**config.mk**
```make
export PLATFORM = sky130hd
export DESIGN_NAME = dcache_axi_master
export DESIGN_NICKNAME = d
export VERILOG_FILES = /design/src/hw/dcache_pkg.sv /design/src/hw/dcache_axi_master.sv
export VERILOG_INCLUDE_DIRS = /design/src /design/src/hw
export SDC_FILE = /design/constraint.sdc
export NUM_CORES = 1
export LEC_CHECK = 0
export BUFFER_PORTS_ARGS = -buffer_cell sky130_fd_sc_hd__buf_4
export CAP_MARGIN = 15
export CORE_AREA = 4 4 568 570
export DETAILED_ROUTE_END_ITERATION = 6
export DIE_AREA = 0 0 572 574
export SLEW_MARGIN = 5
export SYNTH_ARGS = -nofsm -noshare
export SYNTH_HDL_FRONTEND = slang
export SYNTH_SLANG_ARGS = --single-unit
```
**constraint.sdc**
```tcl
create_clock -name clock -period 10.5 [get_ports clock]
set_input_delay 2.1 -clock clock [delete_from_list [all_inputs] [get_ports clock]]
set_output_delay 2.1 -clock clock [all_outputs]
set_load 0.01 [all_outputs]
```
**src/hw/dcache_macros.svh**
```systemverilog
`ifndef DCACHE_MACROS_SVH
`define DCACHE_MACROS_SVH

// Bus widths
`define DC_ADDR_W 64
`define DC_DATA_W 64           // Also the AXI beat width

// Geometry
`define DC_LINE_BEATS 8        // 64-byte line
`define DC_SETS 2
`define DC_WAYS 2

// Address split
`define DC_OFFSET_W 6
`define DC_INDEX_W 1
`define DC_TAG_W (`DC_ADDR_W - `DC_INDEX_W - `DC_OFFSET_W)

`endif

```
**src/hw/dcache_pkg.sv**
```systemverilog
`default_nettype none
`include "dcache_macros.svh"

package dcache_pkg;

    typedef logic [`DC_ADDR_W-1:0] addr_t;
    typedef logic [`DC_DATA_W-1:0] word_t;
    typedef logic [`DC_TAG_W-1:0] tag_t;
    typedef logic [`DC_INDEX_W-1:0] index_t;
    typedef logic [$clog2(`DC_LINE_BEATS)-1:0] beat_t;
    typedef logic [`DC_LINE_BEATS*`DC_DATA_W-1:0] line_t;

    // Core access size codes
    typedef enum logic [2:0] {
        SIZE_B = 3'd1,
        SIZE_H = 3'd2,
        SIZE_W = 3'd4,
        SIZE_D = 3'd7
    } size_e;

    typedef enum logic [2:0] {IDLE, LOOKUP, WRITEBACK, REFILL, RELEASE} ctrl_state_e;

endpackage

`default_nettype wire

```
**src/hw/dcache_axi_master.sv**
```systemverilog
`timescale 1ns/100ps
`default_nettype none
`include "dcache_macros.svh"

module dcache_axi_master import dcache_pkg::*; (
    input  logic clock,
    input  logic reset,
    input  addr_t address,
    input  tag_t victim_tag,
    input  line_t victim_line,
    input  logic refill_start,
    input  logic wb_start,
    output line_t fill_line,
    output logic refill_done,
    output logic wb_done,
    output logic m_axi_arvalid,
    input  logic m_axi_arready,
    output addr_t m_axi_araddr,
    output logic [7:0] m_axi_arlen,
    output logic [2:0] m_axi_arsize,
    output logic [1:0] m_axi_arburst,
    input  logic m_axi_rvalid,
    output logic m_axi_rready,
    input  logic m_axi_rlast,
    input  word_t m_axi_rdata,
    output logic m_axi_awvalid,
    input  logic m_axi_awready,
    output addr_t m_axi_awaddr,
    output logic [7:0] m_axi_awlen,
    output logic [2:0] m_axi_awsize,
    output logic [1:0] m_axi_awburst,
    output word_t m_axi_wdata,
    output logic [`DC_DATA_W/8-1:0] m_axi_wstrb,
    output logic m_axi_wvalid,
    input  logic m_axi_wready,
    output logic m_axi_wlast,
    input  logic m_axi_bvalid,
    output logic m_axi_bready,
    input  logic [1:0] m_axi_bresp     // Response code is not inspected
);

    beat_t beat_cnt;    // Shared by both bursts, only one runs at a time

    assign m_axi_araddr = {address[`DC_ADDR_W-1:`DC_OFFSET_W], {`DC_OFFSET_W{1'b0}}};
    assign m_axi_arlen = 8'(`DC_LINE_BEATS - 1);
    assign m_axi_arsize = 3'($clog2(`DC_DATA_W / 8));
    assign m_axi_arburst = 2'b01;                        // INCR
    assign m_axi_awaddr = {victim_tag, address[`DC_OFFSET_W +: `DC_INDEX_W],
                           {`DC_OFFSET_W{1'b0}}};
    assign m_axi_awlen = m_axi_arlen;
    assign m_axi_awsize = m_axi_arsize;
    assign m_axi_awburst = m_axi_arburst;
    assign m_axi_wdata = victim_line[beat_cnt * `DC_DATA_W +: `DC_DATA_W];
    assign m_axi_wstrb = '1;

    always_ff @(posedge clock) begin
        if (reset) begin
            {m_axi_arvalid, m_axi_rready, m_axi_awvalid} <= '0;
            {m_axi_wvalid, m_axi_wlast, m_axi_bready} <= '0;
            {refill_done, wb_done} <= '0;
            beat_cnt <= '0;
        end else begin
            refill_done <= m_axi_rvalid && m_axi_rready && m_axi_rlast;
            wb_done <= m_axi_bvalid && m_axi_bready;
            if (refill_start || wb_start)
                beat_cnt <= '0;
            if (refill_start)
                m_axi_arvalid <= 1'b1;
            if (m_axi_arvalid && m_axi_arready) begin
                m_axi_arvalid <= 1'b0;
                m_axi_rready <= 1'b1;
            end
            if (m_axi_rvalid && m_axi_rready) begin
                beat_cnt <= beat_cnt + 1'b1;
                if (m_axi_rlast)
                    m_axi_rready <= 1'b0;
            end
            if (wb_start)
                m_axi_awvalid <= 1'b1;
            if (m_axi_awvalid && m_axi_awready) begin
                m_axi_awvalid <= 1'b0;
                m_axi_wvalid <= 1'b1;
            end
            if (m_axi_wvalid && m_axi_wready) begin
                beat_cnt <= beat_cnt + 1'b1;
                m_axi_wlast <= (beat_cnt == beat_t'(`DC_LINE_BEATS - 2));
                if (m_axi_wlast) begin
                    m_axi_wvalid <= 1'b0;
                    m_axi_wlast <= 1'b0;
                    m_axi_bready <= 1'b1;
                end
            end
            if (m_axi_bvalid && m_axi_bready)
                m_axi_bready <= 1'b0;
        end
    end

    // Line buffer for the incoming burst
    always_ff @(posedge clock) begin
        if (m_axi_rvalid && m_axi_rready)
            fill_line[beat_cnt * `DC_DATA_W +: `DC_DATA_W] <= m_axi_rdata;
    end

    a_ar_hold: assert property (@(posedge clock) disable iff (reset)
        m_axi_arvalid && !m_axi_arready |=> m_axi_arvalid && $stable(m_axi_araddr));

    a_aw_hold: assert property (@(posedge clock) disable iff (reset)
        m_axi_awvalid && !m_axi_awready |=> m_axi_awvalid && $stable(m_axi_awaddr));

    a_aw_aligned: assert property (@(posedge clock) disable iff (reset)
        m_axi_awvalid |-> m_axi_awaddr[`DC_OFFSET_W-1:0] == '0);

endmodule

`default_nettype wire

```
Word-level counts from Yosys, hierarchy flattened
Index checks and enable logic that the tools add are counted.
{"block": "classes", "n_addsub": 2, "eq_ne": 1, "shift": 3, "mux": 11, "reduce_logical": 12}
{"cell": "512-bit bitwise mux", "count": 1}
{"cell": "64-bit by 34-bit variable shift with 512-bit output (first input constant)", "count": 1}
{"cell": "512-bit by 10-bit indexed part select with 64-bit output", "count": 1}
{"cell": "64-bit by 34-bit indexed part select with 512-bit output", "count": 1}
{"cell": "9-bit negation with 34-bit output", "count": 1}
{"cell": "3-bit 2-to-1 mux", "count": 3}
{"cell": "1-bit 2-to-1 mux", "count": 7}
{"cell": "1-bit logical AND", "count": 6}
{"cell": "2-bit OR reduction", "count": 3}
{"cell": "3-bit by 1-bit adder with 3-bit output (second input constant)", "count": 1}
{"cell": "3-bit equality test (second input constant)", "count": 1}
{"cell": "3-bit nonzero test", "count": 1}
{"cell": "2-bit AND reduction", "count": 1}
{"cell": "1-bit logical OR", "count": 1}
{"block": "word_totals", "ff_bits": 523, "output_inout_bits": 746, "word_cells": 39}

Logic depth before layout (Yosys ltp)
Gate-level depths: netlist (run 1).
{"block": "logic_depth", "ltp_word": 4, "mapped_depth": 12}

Worst setup path before layout (run 1)
OpenSTA, ideal clock, no wires.
{"block": "synth_path", "kind": "input to register", "startpoint": "in m_axi_rvalid", "endpoint": "reg fill_line[0], enable pin", "setup_ns": 0.644, "arrival_ns": 8.271, "required_ns": 9.856, "setup_slack_ns": 1.585, "cell_stages": 2, "n_path_buf": 0, "cell_sequence": "nand2_1 > nor4_1"}
{"block": "synth_between", "elab_chain_cells": 1}
{"element": "start, declared", "line": "dcache_axi_master.sv:22", "rtl": "input logic m_axi_rvalid,"}
{"element": "1-bit logical AND", "line": "dcache_axi_master.sv:100", "rtl": "if (m_axi_rvalid && m_axi_rready)"}
{"element": "end signal, assigned by index", "line": "dcache_axi_master.sv:101", "rtl": "fill_line[beat_cnt * `DC_DATA_W +: `DC_DATA_W] <= m_axi_rdata;"}
{"element": "end, declared", "line": "dcache_axi_master.sv:13", "rtl": "output line_t fill_line,"}
No other way between the ends.
A chain may end at the register's enable or synchronous reset.

Worst setup path after layout (run 1)
{"block": "layout_path", "startpoint": "reg beat_cnt[0]", "endpoint": "out m_axi_wdata[18]"}
{"block": "layout_between", "elab_chain_cells": 1}
{"element": "start, declared", "line": "dcache_axi_master.sv:42", "rtl": "beat_t beat_cnt;"}
{"element": "start signal, assigned", "line": "dcache_axi_master.sv:74", "rtl": "beat_cnt <= beat_cnt + 1'b1;"}
{"element": "start signal, assigned", "line": "dcache_axi_master.sv:85", "rtl": "beat_cnt <= beat_cnt + 1'b1;"}
{"element": "512-bit by 10-bit indexed part select with 64-bit output", "line": "dcache_axi_master.sv:53", "rtl": "assign m_axi_wdata = victim_line[beat_cnt * `DC_DATA_W +: `DC_DATA_W];"}
{"element": "end, declared", "line": "dcache_axi_master.sv:32", "rtl": "output word_t m_axi_wdata,"}
No other way between the ends.

==> results.json, run 1 <==
{
  "outcome": "completed",
  "critPathMaxFanout": 79,
  "synth_enable_flop_cells": 512,
  "synth-xor-area-share_pct": 0,
  "finalSetupViolCount": 0,
  "ios": 1455,
  "path_class": "register to output port",
  "min_period_ps": 5760,
  "cts_hold_buf": 0,
  "synth_warnings": 0,
  "post-cts-setup-buffers": 0,
  "hold_class": "register to register",
  "synth-simple-area-share_pct": 16.5,
  "yosysTopAreaCellShare_pct": 63.0,
  "synth_cell_type_count": 37,
  "synth_compound_area_share_pct": 0.338,
  "ys_ff_latch": 523,
  "worstPathArrival_ps": 3660,
  "clock-sinks": 523,
  "synth.largest_area_cell": "edfxtp_1",
  "dominantRegCellSynth": "edfxtp_1",
  "first_global_vias": 19200,
  "vias": 19700,
  "r2r_start": "beat_cnt[0]",
  "clkTransAtPathRegs_ps": 110,
  "gr-usage-all-layers_pct": 10.7,
  "clock_skew_ps": 71.6,
  "initial_core_util_pct": 7.69,
  "dpl.cell_count": 6907,
  "nets": 3496,
  "post_drt_wl_per_cell_um": 26.3,
  "muxShareOfSynthArea_pct": 11.9,
  "endpoint_kind": "output port",
  "drc": 0,
  "drtIter0Drc": 1880,
  "grt_max_degree": 80,
  "hold_viol": 0,
  "max_slew_margin_pct": 21.5,
  "dp_hpwl_um": 157000,
  "cts_max_level": 2,
  "via_per_inst": 2.79,
  "gr-total-overflow": 0,
  "worstHoldEndpoint": "wb_done",
  "rsz0062_at_grt": "no",
  "r2r-end": "fill_line[53]",
  "synthTopCellsByArea": "edfxtp_1, mux4_2, and2_1",
  "syn_inst": 1744,
  "r2r_slack_ps": 5530,
  "drv_cap": 0,
  "first_pass_iters": 6,
  "holdCritStartpoint": "m_axi_bready",
  "coreArea_mm2": 0.317,
  "leakage_nw": 14.0,
  "die_x_um": 572,
  "grt_pass1_wl_um": 226000,
  "rows": 207,
  "port_buffers": 1169,
  "clockBufferDepth": 3,
  "ys_seq_area_share_pct": 63.9,
  "power_density_mw_per_mm2": 118,
  "clock_latency_ps": 670,
  "holdWs_ps": 466,
  "cts_tree": "done",
  "clockRootBuffer": "clkbuf_16",
  "final_core_util_pct": 12.3,
  "fin_setup_tns_ps": 0,
  "cts-resized-gates": 0,
  "irDropWorstVdd_mv": 0.0958,
  "final_cell_mix": "buf_4, edfxtp_1, and2_1",
  "fp.dieH_um": 574,
  "fin_crit_sh_pct": 54.9,
  "async_flop_share_pct": 0,
  "holdPathStages": 2,
  "worstSetupStartpointType": "register",
  "synth-adder-area-share_pct": 0.359,
  "synth_top_family_by_area": "simple AND/OR/NAND/NOR gates",
  "antenna_found_initial": 93,
  "synthesis.area_mm2": 0.0244,
  "r2r_cells": 10,
  "fmax_ghz": 0.174,
  "place_congestion": 0.993,
  "final_cells": 7061,
  "area_growth_pct": 59.7,
  "avgSynthCellArea_um2": 14.0,
  "dieArea_mm2": 0.328,
  "worst_pin_slew_ps": 1180,
  "cp.required_ps": 8400,
  "wl_um": 186000,
  "slew_violations": 0,
  "numCtsBuffers": 50,
  "layout_commonest_cell": "buf_4",
  "drive_above_1_share_pct": 50.7,
  "antenna_left": 0
}
[report_power, final]
part | internal, mW | switching, mW
registers | 2.28 | 0.00712
logic | 0.263 | 0.266
clock network | 0.970 | 0.820
[area by class of cell]
cell class              instances  area, µm²
repair buffers               1205       9090
flip-flops and latches        523      15600
clock inverters                27        215
diodes                         62        155
inverters                       5       21.3
clock buffers                  64       1360
multi-input cells             995       7300
fillers                     35900     278000
well taps                    4180       5230
[per-stage QoR]
stage	instance area, µm²	setup slack, ps	power (mW)
after global routing	38900	4440	4.76
final	39000	4740	4.60
after detailed placement	37200	4920	2.87
after CTS	38800	4430	4.67
after global placement	37200	4930	2.86
after floorplan	24600	1580	2.56
[flip-flops by register name, indices dropped and copies added (netlist names)]
| signal | count |
|---|---|
| m_axi_bready | 1 |
| m_axi_wlast | 1 |
| beat_cnt | 3 |
| m_axi_rready | 1 |
| m_axi_arvalid | 1 |
| wb_done | 1 |
| refill_done | 1 |
| m_axi_awvalid | 1 |
| m_axi_wvalid | 1 |
| fill_line | 512 |
[cell usage after synthesis, types with 2 or more instances]
cell and number:
edfxtp_1 512, and2_1 356, nand2_1 241, buf_4 177, nor2_1 176, mux4_2 128
clkbuf_1 48, buf_1 16, clkbuf_2 12, buf_2 11, dfxtp_1 11, ha_1 7
a21oi_1 6, nand3_1 6, inv_1 5, nor3b_1 3, a211oi_1 2, conb_1 2
nand2b_1 2, nor2b_1 2, nor3_1 2, nor3_4 2, nor4_1 2, or2_2 2
[metal layers]
layer	wire [µm]	global-route usage, %	vias up
met5	124	0	-
met3	15100	2.90	364
met2	103000	21.0	1423
met4	11400	5.81	20
li1	-	-	8086
met1	55900	9.77	9803
[cells by family after synthesis]
logic type	Yosys count
other	2
buffers and inverters	270
adder cells (fa/ha/maj)	7
AND/OR/NAND/NOR	800
flip-flops	523
multiplexers	129
AO/OA/AOI/OAI	13
[worst max-delay path by stage]
| stage | end | cells after the start | start | slack (ps) |
|---|---|---|---|---|
| floorplan | fill_line[0] | 2 | m_axi_rvalid | 1580 |
| global placement | m_axi_wdata[3] | 5 | victim_line[451] | 4930 |
| detailed placement | m_axi_wdata[3] | 5 | victim_line[451] | 4920 |
| CTS | m_axi_wdata[35] | 6 | beat_cnt[0] | 4430 |
| global route | m_axi_wdata[35] | 6 | beat_cnt[0] | 4440 |
| finish | m_axi_wdata[18] | 6 | beat_cnt[0] | 4740 |
[worst max-delay path: stages, from the launching register on]
cell and delay (ps):
dfxtp_4 680, buf_12 500, buf_12 510, mux4_2 580
nand2_1 90, nand2_1 250, buf_4 250
(Power assumes the default switching activity.)
==> run 2, diff against run 1 <==
==> constraint.sdc (replaced) <==
create_clock -name clock -period 5.96 [get_ports clock]
set_input_delay 1.192 -clock clock [delete_from_list [all_inputs] [get_ports clock]]
set_output_delay 1.192 -clock clock [all_outputs]
set_load 0.01 [all_outputs]
==> run 2 against run 1 <==
Net effect: utilization about the same; first-iteration DRC count up 4.1%; worst setup slack worse by 3000 ps; total power grew 75%; register-to-register slack got worse by 3400 ps; non-clock buffer count did not move; clock-buffer cell count down 2; hold slack improved by 37 ps; sequential share of layout area is essentially flat.
==> results.json, run 2 (synthesis results as in run 1) <==
{
  "cts-resized-gates": 0,
  "wl_um": 183000,
  "critPathMaxFanout": 83,
  "clkPwrFrac_pct": 38.4,
  "antenna_left": 0,
  "cts_max_level": 2,
  "place_area_mm2": 0.0373,
  "vias": 19800,
  "gr-total-overflow": 0,
  "area_growth_pct": 59.5,
  "finalSetupViolCount": 0,
  "rows": 207,
  "slew_violations": 0,
  "power.switching_mw": 1.91,
  "dp_hpwl_um": 156000,
  "antenna_found_initial": 110,
  "p_int_mw": 6.14,
  "max_slew_margin_pct": 21.1,
  "irDropWorstVdd_mv": 0.149,
  "r2r_cells": 9,
  "holdPathStages": 1,
  "p_seq_share_pct": 49.9,
  "final_core_util_pct": 12.3,
  "drv_cap": 0,
  "initial_core_util_pct": 7.69,
  "worstPathArrival_ps": 3070,
  "cts_hold_buf": 0,
  "place_congestion": 0.960,
  "gr-usage-all-layers_pct": 10.5,
  "min_period_ps": 4260,
  "reg_top3": "fill_line x512, beat_cnt x3",
  "drtIter0Drc": 1957,
  "numCtsBuffers": 49,
  "fin_setup_tns_ps": 0,
  "drive_above_1_share_pct": 51.0,
  "nFillCells": 35900,
  "clockBufferDepth": 3,
  "rsz0062_at_grt": "no",
  "largest_reg_flops": 512,
  "die_x_um": 572,
  "path_class": "register to output port",
  "fmax_ghz": 0.235,
  "post_drt_wl_per_cell_um": 26.0,
  "finalInstanceArea_mm2": 0.0389,
  "coreArea_mm2": 0.317,
  "first_pass_iters": 5,
  "nets": 3495,
  "ios": 1455,
  "power_density_mw_per_mm2": 207,
  "drc": 0,
  "hold_class": "register to register",
  "first_global_vias": 19100,
  "via_per_inst": 2.81,
  "clockRootBuffer": "clkbuf_16",
  "grt_pass1_wl_um": 222000,
  "dieArea_mm2": 0.328,
  "layout_commonest_cell": "buf_4",
  "clock_skew_ps": 29.0,
  "endpoint_kind": "output port",
  "grt_max_degree": 88,
  "worstSetupStartpointType": "register",
  "fp.dieH_um": 574,
  "fin_crit_sh_pct": 71.5,
  "clock_latency_ps": 630,
  "top_register": "fill_line",
  "post-cts-setup-buffers": 0,
  "switching_share_pct": 23.8,
  "cts_tree": "done",
  "port_buffers": 1169,
  "clock-sinks": 523,
  "cp.required_ps": 4770,
  "final_cell_mix": "buf_4, edfxtp_1, and2_1",
  "hold_viol": 0,
  "combPwrFrac_pct": 11.7,
  "outcome": "completed",
  "clkTransAtPathRegs_ps": 60,
  "leakage_nw": 13.9,
  "worst_pin_slew_ps": 1180
}
run 2: cell types whose count changed in the layout (fill, tap and decap cells not counted), sizes merged:
cell / before / now
clkbuf: 64 / 62
bufinv: 2 / 1
diode: 62 / 34
inv: 10 / 8
clkinv: 20 / 22
clkinvlp: 0 / 3
run 2: final timing paths:
kind,to,slack [ps],startpoint
setup reg to reg,fill_line[285],2090,beat_cnt[1]
setup / recovery,m_axi_wdata[62],1700,beat_cnt[0]
hold reg to reg,m_axi_awvalid,500,m_axi_awvalid
hold / removal,m_axi_awvalid,500,m_axi_awvalid
run 2: metal layers:
metal  part of all wire, %  routed length, µm  track usage [%]
met1                    29              52700             9.33
met2                    57             104000             21.2
met3                   8.7              16000             2.89
met4                   5.4               9910             5.11
met5                  0.14                256                0
run 2: area by class of cell:
| class | count | area (µm²) | share of cell area, % |
|---|---|---|---|
| Antenna cell | 34 | 85.1 | 0.219 |
| Tap cell | 4180 | 5230 | 13.4 |
| Timing Repair Buffer | 1205 | 9090 | 23.3 |
| Inverter | 5 | 21.3 | 0.0546 |
| Sequential cell | 523 | 15600 | 40.1 |
| Clock buffer | 62 | 1350 | 3.46 |
| Clock inverter | 29 | 223 | 0.572 |
| Multi-Input combinational cell | 995 | 7330 | 18.8 |
run 2: power by group through the flow:
stage               clock (mW)  sequential [mW]  combinational (mW)
global placement             0             4.10               0.962
global route              3.32             4.02                1.00
detailed placement           0             4.10               0.970
finish                    3.09             4.02               0.943
floorplan                    0             4.10               0.402
CTS                       3.17             4.02               0.974
run 2: critical path, cell delays in order (launching register included):
cell     delay (ps)
dfxtp_4         450
buf_12          460
buf_4           620
mux4_2          570
nand2_1          80
nand2_1          70
buf_4           150
run 2: per-stage QoR:
stage                     hold slack (ps)  setup WS (ps)  cells  total power, mW
after floorplan                       471           1240   1788             4.51
after global placement                488           1970   6907             5.06
after detailed placement              487           1970   6908             5.07
after CTS                             507           1440   6999             8.16
after global routing                  523           1410   7010             8.34
final                                 503           1700   7033             8.05
==> run 3, diff against run 2 <==
==> constraint.sdc (replaced) <==
create_clock -name clock -period 4.35 [get_ports clock]
set_input_delay 0.87 -clock clock [delete_from_list [all_inputs] [get_ports clock]]
set_output_delay 0.87 -clock clock [all_outputs]
set_load 0.01 [all_outputs]
==> run 3 against run 2 <==
Net effect: total power rose by 37%; critical path depth did not move; clock power rose by 36%; largest cell class unchanged; largest power group unchanged.
==> results.json, run 3 (synthesis results as in run 1) <==
{
  "post_drt_wl_per_cell_um": 26.1,
  "finalSetupViolCount": 0,
  "reg_top3": "fill_line x512, beat_cnt x3",
  "port_buffers": 1169,
  "cp.required_ps": 3480,
  "post-cts-setup-buffers": 0,
  "clock_skew_ps": 41.7,
  "cts-resized-gates": 0,
  "cts_tree": "done",
  "drc": 0,
  "fp.dieH_um": 574,
  "clockBufferDepth": 3,
  "drive_above_1_share_pct": 51.0,
  "worstHoldEndpoint": "m_axi_arvalid",
  "cts_max_level": 2,
  "area_growth_pct": 60.6,
  "place_area_mm2": 0.0375,
  "drtIter0Drc": 1941,
  "ios": 1455,
  "seqCellArea_mm2": 0.0156,
  "r2r_start": "beat_cnt[0]",
  "worst_pin_slew_ps": 987,
  "finalInstanceArea_mm2": 0.0392,
  "final_cells": 7057,
  "antenna_left": 0,
  "fmax_ghz": 0.248,
  "min_period_ps": 4040,
  "holdPathStages": 2,
  "vias": 19600,
  "first_pass_iters": 7,
  "endpoint_kind": "output port",
  "fin_setup_tns_ps": 0,
  "wl_um": 184000,
  "slew_violations": 0,
  "fin_crit_sh_pct": 92.8,
  "hold_class": "input pin to register",
  "r2r-end": "fill_line[372]",
  "antenna_found_initial": 112,
  "gr-usage-all-layers_pct": 10.6,
  "cts_hold_buf": 0,
  "worstSetupStartpointType": "register",
  "drv_cap": 0,
  "final_cell_mix": "buf_4, edfxtp_1, and2_1",
  "layout_commonest_cell": "buf_4",
  "dpl.cell_count": 6919,
  "critPathMaxFanout": 44,
  "multi_input_area_mm2": 0.00734,
  "power_density_mw_per_mm2": 282,
  "clkTransAtPathRegs_ps": 60,
  "coreArea_mm2": 0.317,
  "clock-sinks": 523,
  "final_core_util_pct": 12.4,
  "nets": 3506,
  "outcome": "completed",
  "gr-total-overflow": 0,
  "die_x_um": 572,
  "place_congestion": 0.978,
  "irDropWorstVdd_mv": 0.254,
  "clockRootBuffer": "clkbuf_16",
  "dieArea_mm2": 0.328,
  "via_per_inst": 2.78,
  "totalPowerFinal_mw": 11.1,
  "leakage_nw": 14.0,
  "grt_pass1_wl_um": 225000,
  "initial_core_util_pct": 7.69,
  "rsz0062_at_grt": "no",
  "path_class": "register to output port",
  "r2r_slack_ps": 1250,
  "numCtsBuffers": 49,
  "worstPathArrival_ps": 3170,
  "first_global_vias": 19200,
  "holdCritStartpoint": "m_axi_arready",
  "nFillCells": 35900,
  "max_slew_margin_pct": 34.2,
  "largest_reg_flops": 512,
  "r2r_cells": 5,
  "grt_max_degree": 77,
  "clock_latency_ps": 640,
  "top_register": "fill_line",
  "hold_viol": 0,
  "rows": 207,
  "dp_hpwl_um": 158000
}
## run 3: changes by cell type in the layout (fill, tap and decap cells not counted), sizes merged
cell / change
clkbuf: -4
bufinv: +1
inv: +2
clkinvlp: +2
buf: +11
diode: +14
clkinv: -2
## run 3: worst max-delay path: stages, from the launching register on
cell and delay [ps]:
dfxtp_4 500, buf_12 250, buf_4 370, mux4_2 530
nand2_1 120, nand2_1 210, buf_4 210
## run 3: layout make-up
cell class              instances  share of cell area (%)
flip-flops and latches        523                    39.8
multi-input cells             995                    18.7
repair buffers               1216                    23.8
well taps                    4180                    13.3
clock inverters                32                   0.750
inverters                       5                  0.0543
diodes                         48                   0.306
clock buffers                  58                    3.21
## run 3: how the worst max path moves through the flow
stage,startpoint,to,slack (ps),cells after the start
2_1_floorplan,beat_cnt[0],fill_line[0],5,10
3_3_place_gp,beat_cnt[0],m_axi_wdata[3],1010,6
3_5_place_dp,beat_cnt[0],m_axi_wdata[3],1000,6
4_1_cts,beat_cnt[0],m_axi_wdata[3],250,6
5_1_grt,beat_cnt[0],m_axi_wdata[15],170,6
6_report,beat_cnt[0],m_axi_wdata[15],310,6
## run 3: report_power, final
group          switching [mW]  internal (mW)  leakage [nW]
sequential             0.0124           5.49          4.66
combinational           0.683          0.651          8.62
clock                    1.98           2.23         0.743
## run 3: metrics by stage
| stage | setup WS, ps | hold slack [ps] |
|---|---|---|
| final | 313 | 433 |
| after global routing | 174 | 381 |
| after CTS | 253 | 345 |
| after detailed placement | 1000 | 463 |
| after global placement | 1010 | 479 |
| after floorplan | 5.04 | 471 |
## run 3: layer usage
metal | GRT usage (%) | vias up | wire length (µm)
li1 | - | 8085 | -
met1 | 9.29 | 9659 | 53100
met2 | 21.5 | 1426 | 106000
met3 | 3.26 | 416 | 16500
met4 | 4.87 | 42 | 8400
met5 | 0 | - | 261
