File: src/hw/dcache_macros.svh
`ifndef DCACHE_MACROS_SVH
`define DCACHE_MACROS_SVH

// Bus widths
`define DC_ADDR_W 64
`define DC_DATA_W 64           // Also the AXI beat width

// Geometry
`define DC_LINE_BEATS 8        // 64-byte line
`define DC_SETS 2
`define DC_WAYS 2

// Address split
`define DC_OFFSET_W 6
`define DC_INDEX_W 1
`define DC_TAG_W (`DC_ADDR_W - `DC_INDEX_W - `DC_OFFSET_W)

`endif

File: src/hw/dcache_pkg.sv
`default_nettype none
`include "dcache_macros.svh"

package dcache_pkg;

    typedef logic [`DC_ADDR_W-1:0] addr_t;
    typedef logic [`DC_DATA_W-1:0] word_t;
    typedef logic [`DC_TAG_W-1:0] tag_t;
    typedef logic [`DC_INDEX_W-1:0] index_t;
    typedef logic [$clog2(`DC_LINE_BEATS)-1:0] beat_t;
    typedef logic [`DC_LINE_BEATS*`DC_DATA_W-1:0] line_t;

    // Core access size codes
    typedef enum logic [2:0] {
        SIZE_B = 3'd1,
        SIZE_H = 3'd2,
        SIZE_W = 3'd4,
        SIZE_D = 3'd7
    } size_e;

    typedef enum logic [2:0] {IDLE, LOOKUP, WRITEBACK, REFILL, RELEASE} ctrl_state_e;

endpackage

`default_nettype wire

File: src/hw/dcache_ctrl.sv
`timescale 1ns/100ps
`default_nettype none

module dcache_ctrl import dcache_pkg::*; (
    input  logic clock,
    input  logic reset,
    input  logic read_enable,
    input  logic write_enable,
    input  logic hit,
    input  logic victim_dirty,
    input  word_t load_word,
    input  logic refill_done,
    input  logic wb_done,
    output logic refill_start,
    output logic wb_start,
    output logic fill,
    output logic store_write,
    output word_t data_out,
    output logic send_enable
);

    ctrl_state_e state, next_state;
    logic request;
    logic lookup_hit;
    logic lookup_miss;

    assign request = read_enable || write_enable;
    assign lookup_hit = (state == LOOKUP) && hit;
    assign lookup_miss = (state == LOOKUP) && !hit;

    always_comb begin
        next_state = state;
        case (state)
            IDLE: begin
                if (request)
                    next_state = LOOKUP;
            end
            LOOKUP: begin
                if (hit)
                    next_state = RELEASE;
                else if (victim_dirty)
                    next_state = WRITEBACK;   // Old line goes out first
                else
                    next_state = REFILL;
            end
            WRITEBACK: begin
                if (wb_done)
                    next_state = REFILL;
            end
            REFILL: begin
                if (refill_done)
                    next_state = LOOKUP;      // Retry now hits the new line
            end
            RELEASE: begin
                // Core must drop both enables before the next request
                if (!request)
                    next_state = IDLE;
            end
            default: next_state = IDLE;
        endcase
    end

    assign store_write = lookup_hit && write_enable;
    assign wb_start = lookup_miss && victim_dirty;
    assign refill_start = (lookup_miss && !victim_dirty) || ((state == WRITEBACK) && wb_done);
    assign fill = (state == REFILL) && refill_done;

    always_ff @(posedge clock) begin
        if (reset) begin
            state <= IDLE;
            send_enable <= 1'b0;
        end else begin
            state <= next_state;
            send_enable <= lookup_hit;  // One cycle, first cycle of RELEASE
        end
    end

    always_ff @(posedge clock) begin
        if (lookup_hit && read_enable)
            data_out <= load_word;
    end

    a_send_from_lookup: assert property (@(posedge clock) disable iff (reset)
        $rose(send_enable) |-> $past(state) == LOOKUP)
        else $error("send_enable rose outside LOOKUP");

endmodule

`default_nettype wire

File: config.mk
export PLATFORM = sky130hd
export DESIGN_NAME = dcache_ctrl
export DESIGN_NICKNAME = d
export VERILOG_FILES = /design/src/hw/dcache_pkg.sv /design/src/hw/dcache_ctrl.sv
export VERILOG_INCLUDE_DIRS = /design/src /design/src/hw
export SDC_FILE = /design/constraint.sdc
export NUM_CORES = 1
export LEC_CHECK = 0
export BUFFER_PORTS_ARGS = -buffer_cell sky130_fd_sc_hd__buf_2
export CORE_MARGIN = 3
export CORE_UTILIZATION = 44
export DETAILED_ROUTE_END_ITERATION = 10
export HOLD_SLACK_MARGIN = 0.03
export PLACE_DENSITY = 0.8
export RECOVER_POWER = 100
export REMOVE_ABC_BUFFERS = 1
export SLEW_MARGIN = 20
export SYNTH_ARGS = -nofsm -noshare
export SYNTH_HDL_FRONTEND = slang
export SYNTH_SLANG_ARGS = --single-unit
File: constraint.sdc
create_clock -name clock -period 3.45 [get_ports clock]
set_input_delay 0.345 -clock clock [delete_from_list [all_inputs] [get_ports clock]]
set_output_delay 0.345 -clock clock [all_outputs]
set_load 0.03 [all_outputs]
-- Word level (Yosys, flattened, before mapping)
Index checks and enable logic that the tools add are counted.
- muxes and demuxes: 7
- reduce and logical (&&, ||, !) cells: 14
- equality and inequality tests: 8
- operator list (operator ; number):
    2-to-1 mux 3 bit ; 5
    one-hot mux 3 bit (5 select lines) ; 1
    logical AND 1 bit ; 8
    inequality test 2 bit (second input constant) ; 4
    equality test 3 x 2 -> 1 bit (second input constant) ; 2
    AND reduction 4 bit ; 1
    equality test 3 x 1 -> 1 bit (second input constant) ; 1
    equality test 3 bit (second input constant) ; 1
    logical NOT 3 bit ; 1
    logical NOT 1 bit ; 2
    logical OR 1 bit ; 2
    2-to-1 mux 1 bit ; 1
- logic and storage cells: 32
- bits of input ports: 72
- register bits after elaboration: 68
- output and inout bits: 69

-- Depth between registers and ports, before layout
Gate-level depths: netlist (run 1).
- word-level depth: 4
- depth in mapped cells: 3
- mapped depth without buffers: 3

-- Worst setup path before layout (run 1)
No wires, ideal clock.
- kind: register to register
- start: register state[0]
- end: register data_out[0], enable pin
- path buffers: 0
- arrival time: 1611 ps
- stages on the path, launching flop included: 4
- slack: 1445 ps
- period minus slack after synthesis: 2005 ps
- cell sequence: dfxtp_1 -> nor2b_4 -> and3b_2 -> and2_2
- word-level cells in the longest chain between the ends: 3
- ends and longest elaborated chain (item ; line ; text):
    from (decl) ; dcache_ctrl.sv:22 ; ctrl_state_e state, next_state;
    from (signal assigned) ; dcache_ctrl.sv:73 ; state <= next_state;
    equality test 3 x 1 -> 1 bit ; dcache_ctrl.sv:28 ; assign lookup_hit = (state == LOOKUP) && hit;
    logical AND 1 bit ; dcache_ctrl.sv:28 ;
    logical AND 1 bit ; dcache_ctrl.sv:79 ; if (lookup_hit && read_enable)
    to (signal assigned) ; dcache_ctrl.sv:80 ; data_out <= load_word;
    to (decl) ; dcache_ctrl.sv:18 ; output word_t data_out,
Every way passes these cells.
A chain may end at the register's enable or synchronous reset.

-- Worst setup path in the final report (run 1)
- start: register state[0]
- end: register data_out[5], enable pin
The elaborated chain is that of the path after synthesis.

==> results of run 1 <==
==> worst max-delay path by stage <==
stage | start | end | slack (ns) | cells after the start
after global placement | state[0]$_SDFFE_PP0P_ | data_out[35]$_DFFE_PP_ | 1.44 | 4
after floorplan | state[0]$_SDFFE_PP0P_ | data_out[0]$_DFFE_PP_ | 1.44 | 3
after global routing | state[0]$_SDFFE_PP0P_ | data_out[62]$_DFFE_PP_ | 1.09 | 4
after CTS | state[0]$_SDFFE_PP0P_ | data_out[25]$_DFFE_PP_ | 1.36 | 4
final | state[0]$_SDFFE_PP0P_ | data_out[5]$_DFFE_PP_ | 1.25 | 4
after detailed placement | state[0]$_SDFFE_PP0P_ | data_out[61]$_DFFE_PP_ | 1.36 | 4
==> per-stage QoR <==
| stage | total power [mW] | instances | worst slack [ns] | hold WS [ns] |
|---|---|---|---|---|
| after floorplan | 1.055 | 91 | 1.445 | 0.4218 |
| after global placement | 1.127 | 297 | 1.442 | 0.5216 |
| after detailed placement | 1.133 | 297 | 1.364 | 0.5232 |
| after CTS | 1.713 | 312 | 1.361 | 0.1808 |
| after global routing | 1.764 | 312 | 1.092 | 0.1617 |
| final | 1.693 | 312 | 1.246 | 0.1946 |
==> power by group through the flow <==
stage | logic, mW | registers (mW) | clock network, mW
2_1_floorplan | 0.0358 | 1.02 | 0
3_3_place_gp | 0.159 | 0.967 | 0
3_5_place_dp | 0.163 | 0.970 | 0
4_1_cts | 0.164 | 0.952 | 0.597
5_1_grt | 0.163 | 0.955 | 0.645
6_report | 0.153 | 0.953 | 0.588
==> critical path: stages, from the launching register on <==
cell,delay (ns)
sky130_fd_sc_hd__dfxtp_1,0.44
sky130_fd_sc_hd__nor2b_1,0.28
sky130_fd_sc_hd__and3b_1,0.24
sky130_fd_sc_hd__and2_2,0.62
sky130_fd_sc_hd__buf_12,0.29
==> per-layer routing <==
metal  track usage  share of wire  vias up  routed length [um]
met3       0.08747           0.12       12                 611
met4       0.05978          0.023        0                 122
met2        0.3174           0.48      106                2518
met5             0              0        -                   0
met1        0.2021           0.38      678                2012
li1              -              -      664                   -
==> cells in the final DEF, fill, tap and decap left out <==
cell	n
sky130_fd_sc_hd__clkbuf_1	74
sky130_fd_sc_hd__buf_2	69
sky130_fd_sc_hd__edfxtp_1	64
sky130_fd_sc_hd__clkbuf_8	9
sky130_fd_sc_hd__dfxtp_1	4
sky130_fd_sc_hd__nor2_1	2
sky130_fd_sc_hd__nand3b_1	2
sky130_fd_sc_hd__a21oi_1	2
sky130_fd_sc_hd__and3_2	2
sky130_fd_sc_hd__and2_2	2
sky130_fd_sc_hd__a22oi_1	2
sky130_fd_sc_hd__nor3_1	2
sky130_fd_sc_hd__nor2b_1	1
sky130_fd_sc_hd__and3b_1	1
sky130_fd_sc_hd__nand2_1	1
sky130_fd_sc_hd__nor3b_1	1
sky130_fd_sc_hd__or2b_1	1
sky130_fd_sc_hd__or3_1	1
sky130_fd_sc_hd__nor4_1	1
sky130_fd_sc_hd__and2b_2	1
sky130_fd_sc_hd__o21ba_2	1
sky130_fd_sc_hd__bufinv_16	1
sky130_fd_sc_hd__clkinv_1	1
sky130_fd_sc_hd__clkinv_2	1
sky130_fd_sc_hd__buf_12	1
==> cell families after synthesis <==
family | synth area share
compound gates | 0.01619
flops | 0.9254
simple gates | 0.05841
==> flip-flops by register name (all words and copies together) (netlist names) <==
name / flops
data_out: 64
send_enable: 1
state: 3
==> layout make-up <==
| type | count | area [um^2] | area share |
|---|---|---|---|
| multi-input cells | 23 | 152.6 | 0.05018 |
| clock inverters | 3 | 38.79 | 0.01275 |
| clock buffers | 12 | 135.1 | 0.04443 |
| repair buffers | 141 | 631.9 | 0.2077 |
| flip-flops and latches | 68 | 2002 | 0.6582 |
| well taps | 65 | 81.33 | 0.02674 |
==> summary.md, run 1 <==
| Metric | Value |
|---|---|
| Buffer count from post-CTS setup fixing | 0 |
| Clock tree from TritonCTS | done |
| Internal cell power | 1.318 mW |
| EDFF count, synth | 64 |
| Capture endpoint of the worst hold path | data_out[17]$_DFFE_PP_ |
| Filler instances | about 350 |
| Chip width | around 76 um |
| Fin nets | around 320 |
| Clock-pin slew of the registers on the worst-case setup and hold paths | ~0.07 ns |
| Worst Setup End Kind | flip-flop |
| Main synth FF type | sky130_fd_sc_hd__edfxtp_1 |
| Full die area | roughly 5800 um^2 |
| Remaining max-slew budget at the tightest pin | 0.5299 |
| Core area | between 4000 and 5000 um^2 |
| CP Data Required Time | roughly 3.5 ns |
| Vias after detailed routing | ~1500 |
| Combinational Power Share | 0.090 |
| Port Buf Inserts | 140 |
| Maximum achievable frequency | 453.8 MHz |
| Remaining antenna violation count after routing | 0 |
| Final Skew | about 0.0046 ns |
| Final Setup Violations | 0 |
| DRT Wirelength | 5266 um |
| Share of power burned in the clock network | 0.347 |
| Critical path peak fanout | 35 |
| Starting density of the core | 0.4771 |
| Number of CTS-inserted buffers | 9 |
| Arrival @ worst endpoint | 2.22 ns |
| Run status | complete, no violations |
| Most numerous cell in the Yosys netlist | sky130_fd_sc_hd__edfxtp_1 |
| Clock buffer depth | 2 |
| Final antenna diode count | 0 |
| Wire length of the first global-routing pass | 7941 um |
| Startpoint types | flip-flop |
| Clock root buffer | sky130_fd_sc_hd__clkbuf_8 |
| First-pass iteration count of the detailed router | 4 |
| Unrepaired setup endpoints after global routing | false |
| Total of warnings raised by yosys | 0 |
| WHS Path Cells | 1 |
| Via count of the first global-routing pass | between 1000 and 1500 |
| Sequential-to-total area share from yosys stat | 0.9254 |
| Transition time of the tightest slew-check pin | around 0.71 ns |
| Switching fraction of total power | 0.2216 |
| Cts repair resizes | 0 |
| Maximum number of pins on one net before global-route repair | 36 |
| Antenna violations before repair | 0 |
| Worst supply voltage drop on vdd | approximately 0.00028 V |
| Mean cell area of the mapped netlist | between 20 and 25 um^2 |
| Worst setup path class | flip-flop to flip-flop |
| Switching power of the nets | approximately 0.38 mW |
| Row count | 24 |
| Detailed Place HPWL | just over 4000 um |
| PwrDens | ~560 nW/um^2 |
| Max-cap check violation count | 0 |
| Utilization after layout | 0.6708 |
| DRC marker count from the first detailed-route iteration | 89 |
| DR DRC count | 0 |
| Cells after Synth | 91 |
| Clock period minus final worst setup slack | 2.204 ns |
| Synth cell types | 18 |
| Hold Vio Cnt, Final | 0 |
| Worst hold path class | input pin to flip-flop |
| Height of the die | 76.12 um |
| Top post-synthesis cells by area | sky130_fd_sc_hd__edfxtp_1, sky130_fd_sc_hd__dfxtp_1, sky130_fd_sc_hd__a22oi_1 |
| Most instantiated cells after synthesis | sky130_fd_sc_hd__edfxtp_1, sky130_fd_sc_hd__dfxtp_1 |
| Worst reg2reg startpoint | state[0]$_SDFFE_PP0P_ |
| Post-synth top area cell | sky130_fd_sc_hd__edfxtp_1 |
| Routed length per placed instance | ~17 um |
| Proportion of power drawn by flip-flops and latches | 0.562 |
| Final critical-path share of the clock period | 0.6387 |
| Fin Setup TNS | 0 ns |
| LEAKAGE | roughly 1.1 nW |
| Global placer's final weighted congestion | 0.8118 |
| Final cell area excluding filler cells | roughly 3000 um^2 |
| Number of slew-limit violations in the final report | 0 |
| Startpoint of the lowest-slack hold path | load_word[17] |
| Top-area cell type share of the netlist area | 0.8884 |
| Placed Area | between 2000 and 3000 um^2 |
| Total gr overflow | 0 |
| Post-CTS Hold Buffers | 0 |
| Worst-case reg-to-reg path depth | 4 |
| I/O pin count | roughly 140 |
| Post-Synthesis Cell Area | around 2200 um^2 |
| Maximum level of the CTS H-tree | 3 |
| Layout cell share with drive strength beyond 1 | 0.3522 |
| Clock latency on the worst-skew pair | between 0.3 and 0.4 ns |
| Sink Count | 68 |
| Crit Reg-Reg Endpoint | data_out[5]$_DFFE_PP_ |
| Area growth from synthesis to final layout | 40.60% |
| Async S/R FF share, synth | 0 |
| Register-to-register setup slack | roughly 1.2 ns |
| Total routing resource utilization after global routing | 0.1846 |
| Number of storage elements in the synthesis netlist | 68 |
| Vias per std cell | roughly 4.7 |
Power figures use the tool's default switching activity.
==> inputs of run 2 (changes only) <==
--- a/config.mk
+++ b/config.mk
@@ -8,10 +8,10 @@
 export LEC_CHECK = 0
 export BUFFER_PORTS_ARGS = -buffer_cell sky130_fd_sc_hd__buf_2
 export CORE_MARGIN = 3
-export CORE_UTILIZATION = 44
+export CORE_UTILIZATION = 37
 export DETAILED_ROUTE_END_ITERATION = 10
 export HOLD_SLACK_MARGIN = 0.03
-export PLACE_DENSITY = 0.8
+export PLACE_DENSITY = 0.72
 export RECOVER_POWER = 100
 export REMOVE_ABC_BUFFERS = 1
 export SLEW_MARGIN = 20
==> constraint.sdc (replaced) <==
create_clock -name clock -period 1.9 [get_ports clock]
set_input_delay 0.19 -clock clock [delete_from_list [all_inputs] [get_ports clock]]
set_output_delay 0.19 -clock clock [all_outputs]
set_load 0.03 [all_outputs]
==> run 2 against run 1 <==
  * Total power up 96%
  * Clock skew is 0.00078 ns lower
  * Routed wire length up 3.3%
  * Cell area is 22% higher
  * Sequential power rose by 82%
  * Via count up 13%
  * Largest power group unchanged
  * Highest routed layer unchanged
  * Worst setup slack got worse by 1.0 ns
==> summary.md, run 2 (synthesis results as in run 1) <==
| Metric | Value |
|---|---|
| Run status | complete, no violations |
| Proportion of power drawn by flip-flops and latches | 0.519 (-0.043) |
| Detailed Place HPWL | 3361 um (-17%) |
| Worst slack on hold paths | 0.05233 ns (-0.1423 ns) |
| Cts repair resizes | 0 (unchanged) |
| Worst setup path class | flip-flop to output port |
| Layout Cells excl Fill | 382 (+22%) |
| Fin Setup TNS | 0 ns (unchanged) |
| Clock-pin slew of the registers on the worst-case setup and hold paths | 0.06 ns (about the same) |
| Clock latency on the worst-skew pair | 0.32 ns (about the same) |
| Antenna violations before repair | 0 (unchanged) |
| Total routing resource utilization after global routing | 0.1451 (-0.03948) |
| Critical path peak fanout | 8 (-77%) |
| Switching power of the nets | 0.7084 mW (+89%) |
| Fin nets | 377 (+20%) |
| Top library cells by usage in the layout, fill and taps aside | sky130_fd_sc_hd__clkbuf_1, sky130_fd_sc_hd__buf_2, sky130_fd_sc_hd__edfxtp_1, sky130_fd_sc_hd__dlygate4sd3_1, sky130_fd_sc_hd__clkbuf_8 |
| Share of power burned in the clock network | 0.366 (+0.019) |
| Filler instances | 433 (+23%) |
| Routed length per placed instance | 14.24 um (-16%) |
| Commonest non-fill, non-tap cell in the layout | sky130_fd_sc_hd__clkbuf_1 |
| Hold Vio Cnt, Final | 0 (unchanged) |
| Arrival @ worst endpoint | 1.49 ns (-0.73 ns) |
| Worst Setup End Kind | output port |
| Area growth from synthesis to final layout | 71.72% |
| Final antenna diode count | 0 (unchanged) |
| Buffer count from post-CTS setup fixing | 0 (unchanged) |
| Register-to-register setup slack | 0.24 ns (-1.01 ns) |
| Flip-flop count of the largest register, all copies and words added | 64 (unchanged) |
| CP Data Required Time | 1.71 ns (-1.76 ns) |
| Maximum achievable frequency | 595.9 MHz |
| Row count | 27 (+13%) |
| Full die area | 6800 um^2 (+17%) |
| Total gr overflow | 0 (unchanged) |
| Maximum level of the CTS H-tree | 3 (unchanged) |
| PwrDens | 895.7 nW/um^2 (+61%) |
| First-pass iteration count of the detailed router | 4 (unchanged) |
| Height of the die | 82.47 um (+8.3%) |
| LEAKAGE | 1.404 nW (+25%) |
| Internal cell power | 2.619 mW (+99%) |
| Maximum number of pins on one net before global-route repair | 65 (+81%) |
| Chip width | 82.47 um (+8.3%) |
| Transition time of the tightest slew-check pin | 0.4134 ns (-0.2918 ns) |
| Port Buf Inserts | 140 (unchanged) |
| Number of slew-limit violations in the final report | 0 (unchanged) |
| Post-CTS Hold Buffers | 47 (+47) |
| Sink Count | 68 (unchanged) |
| Layout cell share with drive strength beyond 1 | 0.2968 (-0.05545) |
| Via count of the first global-routing pass | 1554 (+5.4%) |
| Final Setup Violations | 0 (unchanged) |
| Largest regs | data_out: 64 flops, state: 3 flops, send_enable: 1 flops |
| Vias per std cell | 4.309 (-7.9%) |
| Global placer's final weighted congestion | 0.8358 (+3.0%) |
| Number of CTS-inserted buffers | 9 (unchanged) |
| Final Skew | 0.003860 ns (-0.0007835 ns) |
| Clock tree from TritonCTS | done |
| DR DRC count | 0 (unchanged) |
| Core area | 5574 um^2 (+23%) |
| Remaining antenna violation count after routing | 0 (unchanged) |
| Utilization after layout | 0.6664 (-0.004364) |
| I/O pin count | 141 (unchanged) |
| Final critical-path share of the clock period | 0.8832 |
| Clock buffer depth | 2 (unchanged) |
| Final Total Pwr | 3.327 mW (+96%) |
| Worst supply voltage drop on vdd | 0.0004870 V (+75%) |
| Unrepaired setup endpoints after global routing | false |
| Worst hold path class | input pin to flip-flop |
| Starting density of the core | 0.3881 (-0.08899) |
| Clock root buffer | sky130_fd_sc_hd__clkbuf_8 |
| DRT Wirelength | 5440 um (+3.3%) |
| Count of placed standard cells including taps | 304 (+2.4%) |
| Wire length of the first global-routing pass | 6948 um (-13%) |
| Clock period minus final worst setup slack | about 1.7 ns |
| Startpoint types | flip-flop |
| Combinational Power Share | 0.115 (+0.025) |
| Switching fraction of total power | 0.2129 (-0.008651) |
| Max-cap check violation count | 0 (unchanged) |
| Remaining max-slew budget at the tightest pin | 0.7256 (+0.1957) |
| Largest register by flop count | data_out |
| DRC marker count from the first detailed-route iteration | 32 (-64%) |
| Vias after detailed routing | 1646 (+13%) |
## run 2: path summary, 6_finish.rpt
path                         startpoint                    end  cells after the start
setup reg to reg  state[0]$_SDFFE_PP0P_  data_out[6]$_DFFE_PP_                      4
hold / removal             load_word[6]  data_out[6]$_DFFE_PP_                      1
setup / recovery  state[0]$_SDFFE_PP0P_            store_write                      4
hold reg to reg   state[2]$_SDFFE_PP0P_  state[1]$_SDFFE_PP0P_                      1
## run 2: power by group through the flow
stage	Clock, mW	Combinational, mW	Sequential (mW)
floorplan	0	0.0650	1.85
global placement	0	0.289	1.76
detailed placement	0	0.294	1.76
CTS	1.25	0.369	1.73
global route	1.34	0.410	1.73
finish	1.22	0.382	1.73
## run 2: worst max-delay path, cell delays in order, from the launching register on
cell and delay [ns]:
sky130_fd_sc_hd__dfxtp_1 0.44, sky130_fd_sc_hd__nor2b_4 0.21, sky130_fd_sc_hd__and3b_2 0.20, sky130_fd_sc_hd__and2_2 0.13, sky130_fd_sc_hd__clkbuf_2 0.19
## run 2: routing by layer
metal / vias to the layer above / wire length [um] / GRT usage
met2: 95 / 2878 / 0.2492
met4: 0 / 89 / 0.08472
met1: 750 / 1819 / 0.1428
met5: - / 0 / 0
li1: 789 / - / -
met3: 12 / 653 / 0.06616
## run 2: per-stage QoR
step                instance area [um^2]  worst slack, ns
floorplan                           2163          -0.1051
finish                              3715           0.2220
global route                        3715           0.1266
detailed placement                  2974           0.2385
CTS                                 3652           0.2077
global placement                    2974           0.2996
## run 2: cell type report
type | count | area [um^2] | share of cell area
Clock buffer | 11 | 131.4 | 0.03537
Clock inverter | 5 | 76.32 | 0.02055
Multi-Input combinational cell | 23 | 161.4 | 0.04345
Sequential cell | 68 | 2002 | 0.5389
Tap cell | 72 | 90.09 | 0.02425
Timing Repair Buffer | 203 | 1254 | 0.3375
==> inputs of run 3 (changes only) <==
--- a/config.mk
+++ b/config.mk
@@ -8,10 +8,10 @@
 export LEC_CHECK = 0
 export BUFFER_PORTS_ARGS = -buffer_cell sky130_fd_sc_hd__buf_2
 export CORE_MARGIN = 3
-export CORE_UTILIZATION = 37
+export CORE_UTILIZATION = 35
 export DETAILED_ROUTE_END_ITERATION = 10
 export HOLD_SLACK_MARGIN = 0.03
-export PLACE_DENSITY = 0.72
+export PLACE_DENSITY = 0.68
 export RECOVER_POWER = 100
 export REMOVE_ABC_BUFFERS = 1
 export SLEW_MARGIN = 20
==> run 3 against run 2 <==
  * Global-route usage up 0.26 points
  * Non-clock buffer count is the same
  * Cell area decreased by 1.6%
  * Critical endpoint unchanged
  * Highest routed layer unchanged
==> summary.md, run 3 (synthesis results as in run 1) <==
| Metric | Value |
|---|---|
| Maximum number of pins on one net before global-route repair | 43 (-34%) |
| Core area | 5956 um^2 (+6.8%) |
| Clock-pin slew of the registers on the worst-case setup and hold paths | 0.07 ns (about the same) |
| Utilization after layout | 0.6139 (-0.05258) |
| Clock latency on the worst-skew pair | 0.32 ns (about the same) |
| Vias per std cell | 4.242 (-1.5%) |
| Largest regs | data_out: 64 flops, state: 3 flops, send_enable: 1 flops |
| Hold Vio Cnt, Final | 0 (unchanged) |
| DRT Wirelength | 5457 um (+0.31%) |
| Final antenna diode count | 0 (unchanged) |
| Full die area | 7161 um^2 (+5.3%) |
| Worst supply voltage drop on vdd | 0.0004715 V (-3.2%) |
| Layout cell share with drive strength beyond 1 | 0.3074 (+0.01067) |
| Number of CTS-inserted buffers | 9 (unchanged) |
| First-pass iteration count of the detailed router | 4 (unchanged) |
| Transition time of the tightest slew-check pin | 0.4449 ns (+0.03153 ns) |
| Worst-case reg-to-reg path depth | 4 (unchanged) |
| Flip-flop count of the largest register, all copies and words added | 64 (unchanged) |
| Starting density of the core | 0.3632 (-0.02487) |
| Sink Count | 68 (unchanged) |
| DRC marker count from the first detailed-route iteration | 44 (+38%) |
| Arrival @ worst endpoint | 1.51 ns (+0.02 ns) |
| Run status | complete, no violations |
| Worst Setup End Kind | output port |
| Chip width | 84.62 um (+2.6%) |
| Clock root buffer | sky130_fd_sc_hd__clkbuf_8 |
| Total gr overflow | 0 (unchanged) |
| PwrDens | 832.9 nW/um^2 (-7.0%) |
| Final Setup Violations | 0 (unchanged) |
| Routed length per placed instance | 14.21 um (-0.21%) |
| Commonest non-fill, non-tap cell in the layout | sky130_fd_sc_hd__clkbuf_1 |
| Register-to-register setup slack | 0.21 ns (-0.03 ns) |
| Fin Setup TNS | 0 ns (unchanged) |
| Critical path peak fanout | 8 (unchanged) |
| Clock buffer depth | 2 (unchanged) |
| Remaining antenna violation count after routing | 0 (unchanged) |
| Worst setup path class | flip-flop to output port |
| DR DRC count | 0 (unchanged) |
| Fin nets | 377 (unchanged) |
| Final Total Pwr | 3.045 mW (-8.5%) |
| Via count of the first global-routing pass | 1649 (+6.1%) |
| Final critical-path share of the clock period | 0.8956 (+0.01244) |
| LEAKAGE | 1.386 nW (-1.3%) |
| Largest register by flop count | data_out |
| Maximum level of the CTS H-tree | 3 (unchanged) |
| CP Data Required Time | 1.71 ns (about the same) |
| Final Skew | 0.003230 ns (-0.0006298 ns) |
| Unrepaired setup endpoints after global routing | false |
| Clock tree from TritonCTS | done |
| Maximum achievable frequency | 587.7 MHz (-1.4%) |
| Worst hold path class | input pin to flip-flop |
| Remaining max-slew budget at the tightest pin | 0.7047 (-0.02093) |
| Global placer's final weighted congestion | 0.7223 (-14%) |
| Vias after detailed routing | 1629 (-1.0%) |
| Max-cap check violation count | 0 (unchanged) |
| Startpoint types | flip-flop |
| Number of slew-limit violations in the final report | 0 (unchanged) |
| Filler instances | 483 (+12%) |
| Worst reg2reg startpoint | state[0]$_SDFFE_PP0P_ |
| Top library cells by usage in the layout, fill and taps aside | sky130_fd_sc_hd__clkbuf_1, sky130_fd_sc_hd__buf_2, sky130_fd_sc_hd__edfxtp_1, sky130_fd_sc_hd__dlygate4sd3_1, sky130_fd_sc_hd__clkbuf_8 |
| Crit Reg-Reg Endpoint | data_out[57]$_DFFE_PP_ |
| Total routing resource utilization after global routing | 0.1478 (+0.002632) |
| Port Buf Inserts | 140 (unchanged) |
| Critical Path End | store_write |
| Clock period minus final worst setup slack | 1.702 ns (+0.02363 ns) |
| Wire length of the first global-routing pass | 7955 um (+14%) |
| Start point of the critical path | state[0]$_SDFFE_PP0P_ |
| Antenna violations before repair | 0 (unchanged) |
| Area growth from synthesis to final layout | 69.00% |
| Row count | 28 (+3.7%) |
| Cts repair resizes | 0 (unchanged) |
| Height of the die | 84.62 um (+2.6%) |
| I/O pin count | 141 (unchanged) |
[run 3: cell types whose count changed in the layout (fill, tap and decap cells not counted)]
| cell | change |
|---|---|
| sky130_fd_sc_hd__buf_12 | -1 |
| sky130_fd_sc_hd__buf_6 | +1 |
| sky130_fd_sc_hd__bufinv_16 | -2 |
| sky130_fd_sc_hd__clkbuf_1 | -2 |
| sky130_fd_sc_hd__clkbuf_4 | +1 |
| sky130_fd_sc_hd__clkinv_1 | -1 |
| sky130_fd_sc_hd__clkinv_2 | +4 |
| sky130_fd_sc_hd__dlygate4sd3_1 | -1 |
[run 3: how the worst min path moves through the flow]
stage / startpoint / endpoint / slack, ns / cells past startpoint
floorplan: reset / state[1]$_SDFFE_PP0P_ / 0.27 / 1
global placement: load_word[2] / data_out[2]$_DFFE_PP_ / 0.37 / 1
detailed placement: load_word[13] / data_out[13]$_DFFE_PP_ / 0.37 / 1
CTS: load_word[1] / data_out[1]$_DFFE_PP_ / 0.03 / 1
global route: load_word[1] / data_out[1]$_DFFE_PP_ / 0.03 / 1
finish: load_word[1] / data_out[1]$_DFFE_PP_ / 0.05 / 1
[run 3: repair_timing]
action	in CTS	in global routing
hold endpoints to repair	52	9
hold buffers	52	9
setup endpoints to repair	0	0
setup buffers	0	0
[run 3: area by class of cell]
| cell class | instances | area, um^2 | area share |
|---|---|---|---|
| clock inverter | 6 | 32.53 | 0.008898 |
| sequential | 68 | 2002 | 0.5476 |
| clock buffer | 9 | 123.9 | 0.03388 |
| tap | 75 | 93.84 | 0.02567 |
| multi-input combinational | 23 | 161.4 | 0.04415 |
| timing repair buffer | 203 | 1242 | 0.3398 |
[run 3: critical path: stages (launching register included)]
cell and delay, ns:
sky130_fd_sc_hd__dfxtp_1 0.44, sky130_fd_sc_hd__nor2b_4 0.21, sky130_fd_sc_hd__and3b_2 0.21, sky130_fd_sc_hd__and2_2 0.13
sky130_fd_sc_hd__clkbuf_2 0.19
[run 3: through the flow]
stage	cell area (um^2)	setup WS (ns)	std cells	hold slack, ns
final	3656	0.1984	384	0.04837
after global routing	3656	0.1065	384	0.03322
after CTS	3662	0.2040	375	0.03029
after detailed placement	2985	0.2553	308	0.3681
after global placement	2985	0.3084	308	0.3670
after floorplan	2163	-0.1051	91	0.2668
[run 3: report_power, final]
| group | switching (mW) | internal [mW] |
|---|---|---|
| clock network | 0.484 | 0.453 |
| logic | 0.201 | 0.179 |
| registers | 0.0236 | 1.70 |
| total | 0.709 | 2.34 |
[run 3: routing by layer]
| metal | up-vias | GRT usage | routed length [um] |
|---|---|---|---|
| met5 | - | 0 | 0 |
| met4 | 0 | 0.05612 | 35 |
| met3 | 5 | 0.05986 | 629 |
| met2 | 106 | 0.2448 | 2673 |
| met1 | 731 | 0.1724 | 2119 |
| li1 | 787 | - | - |
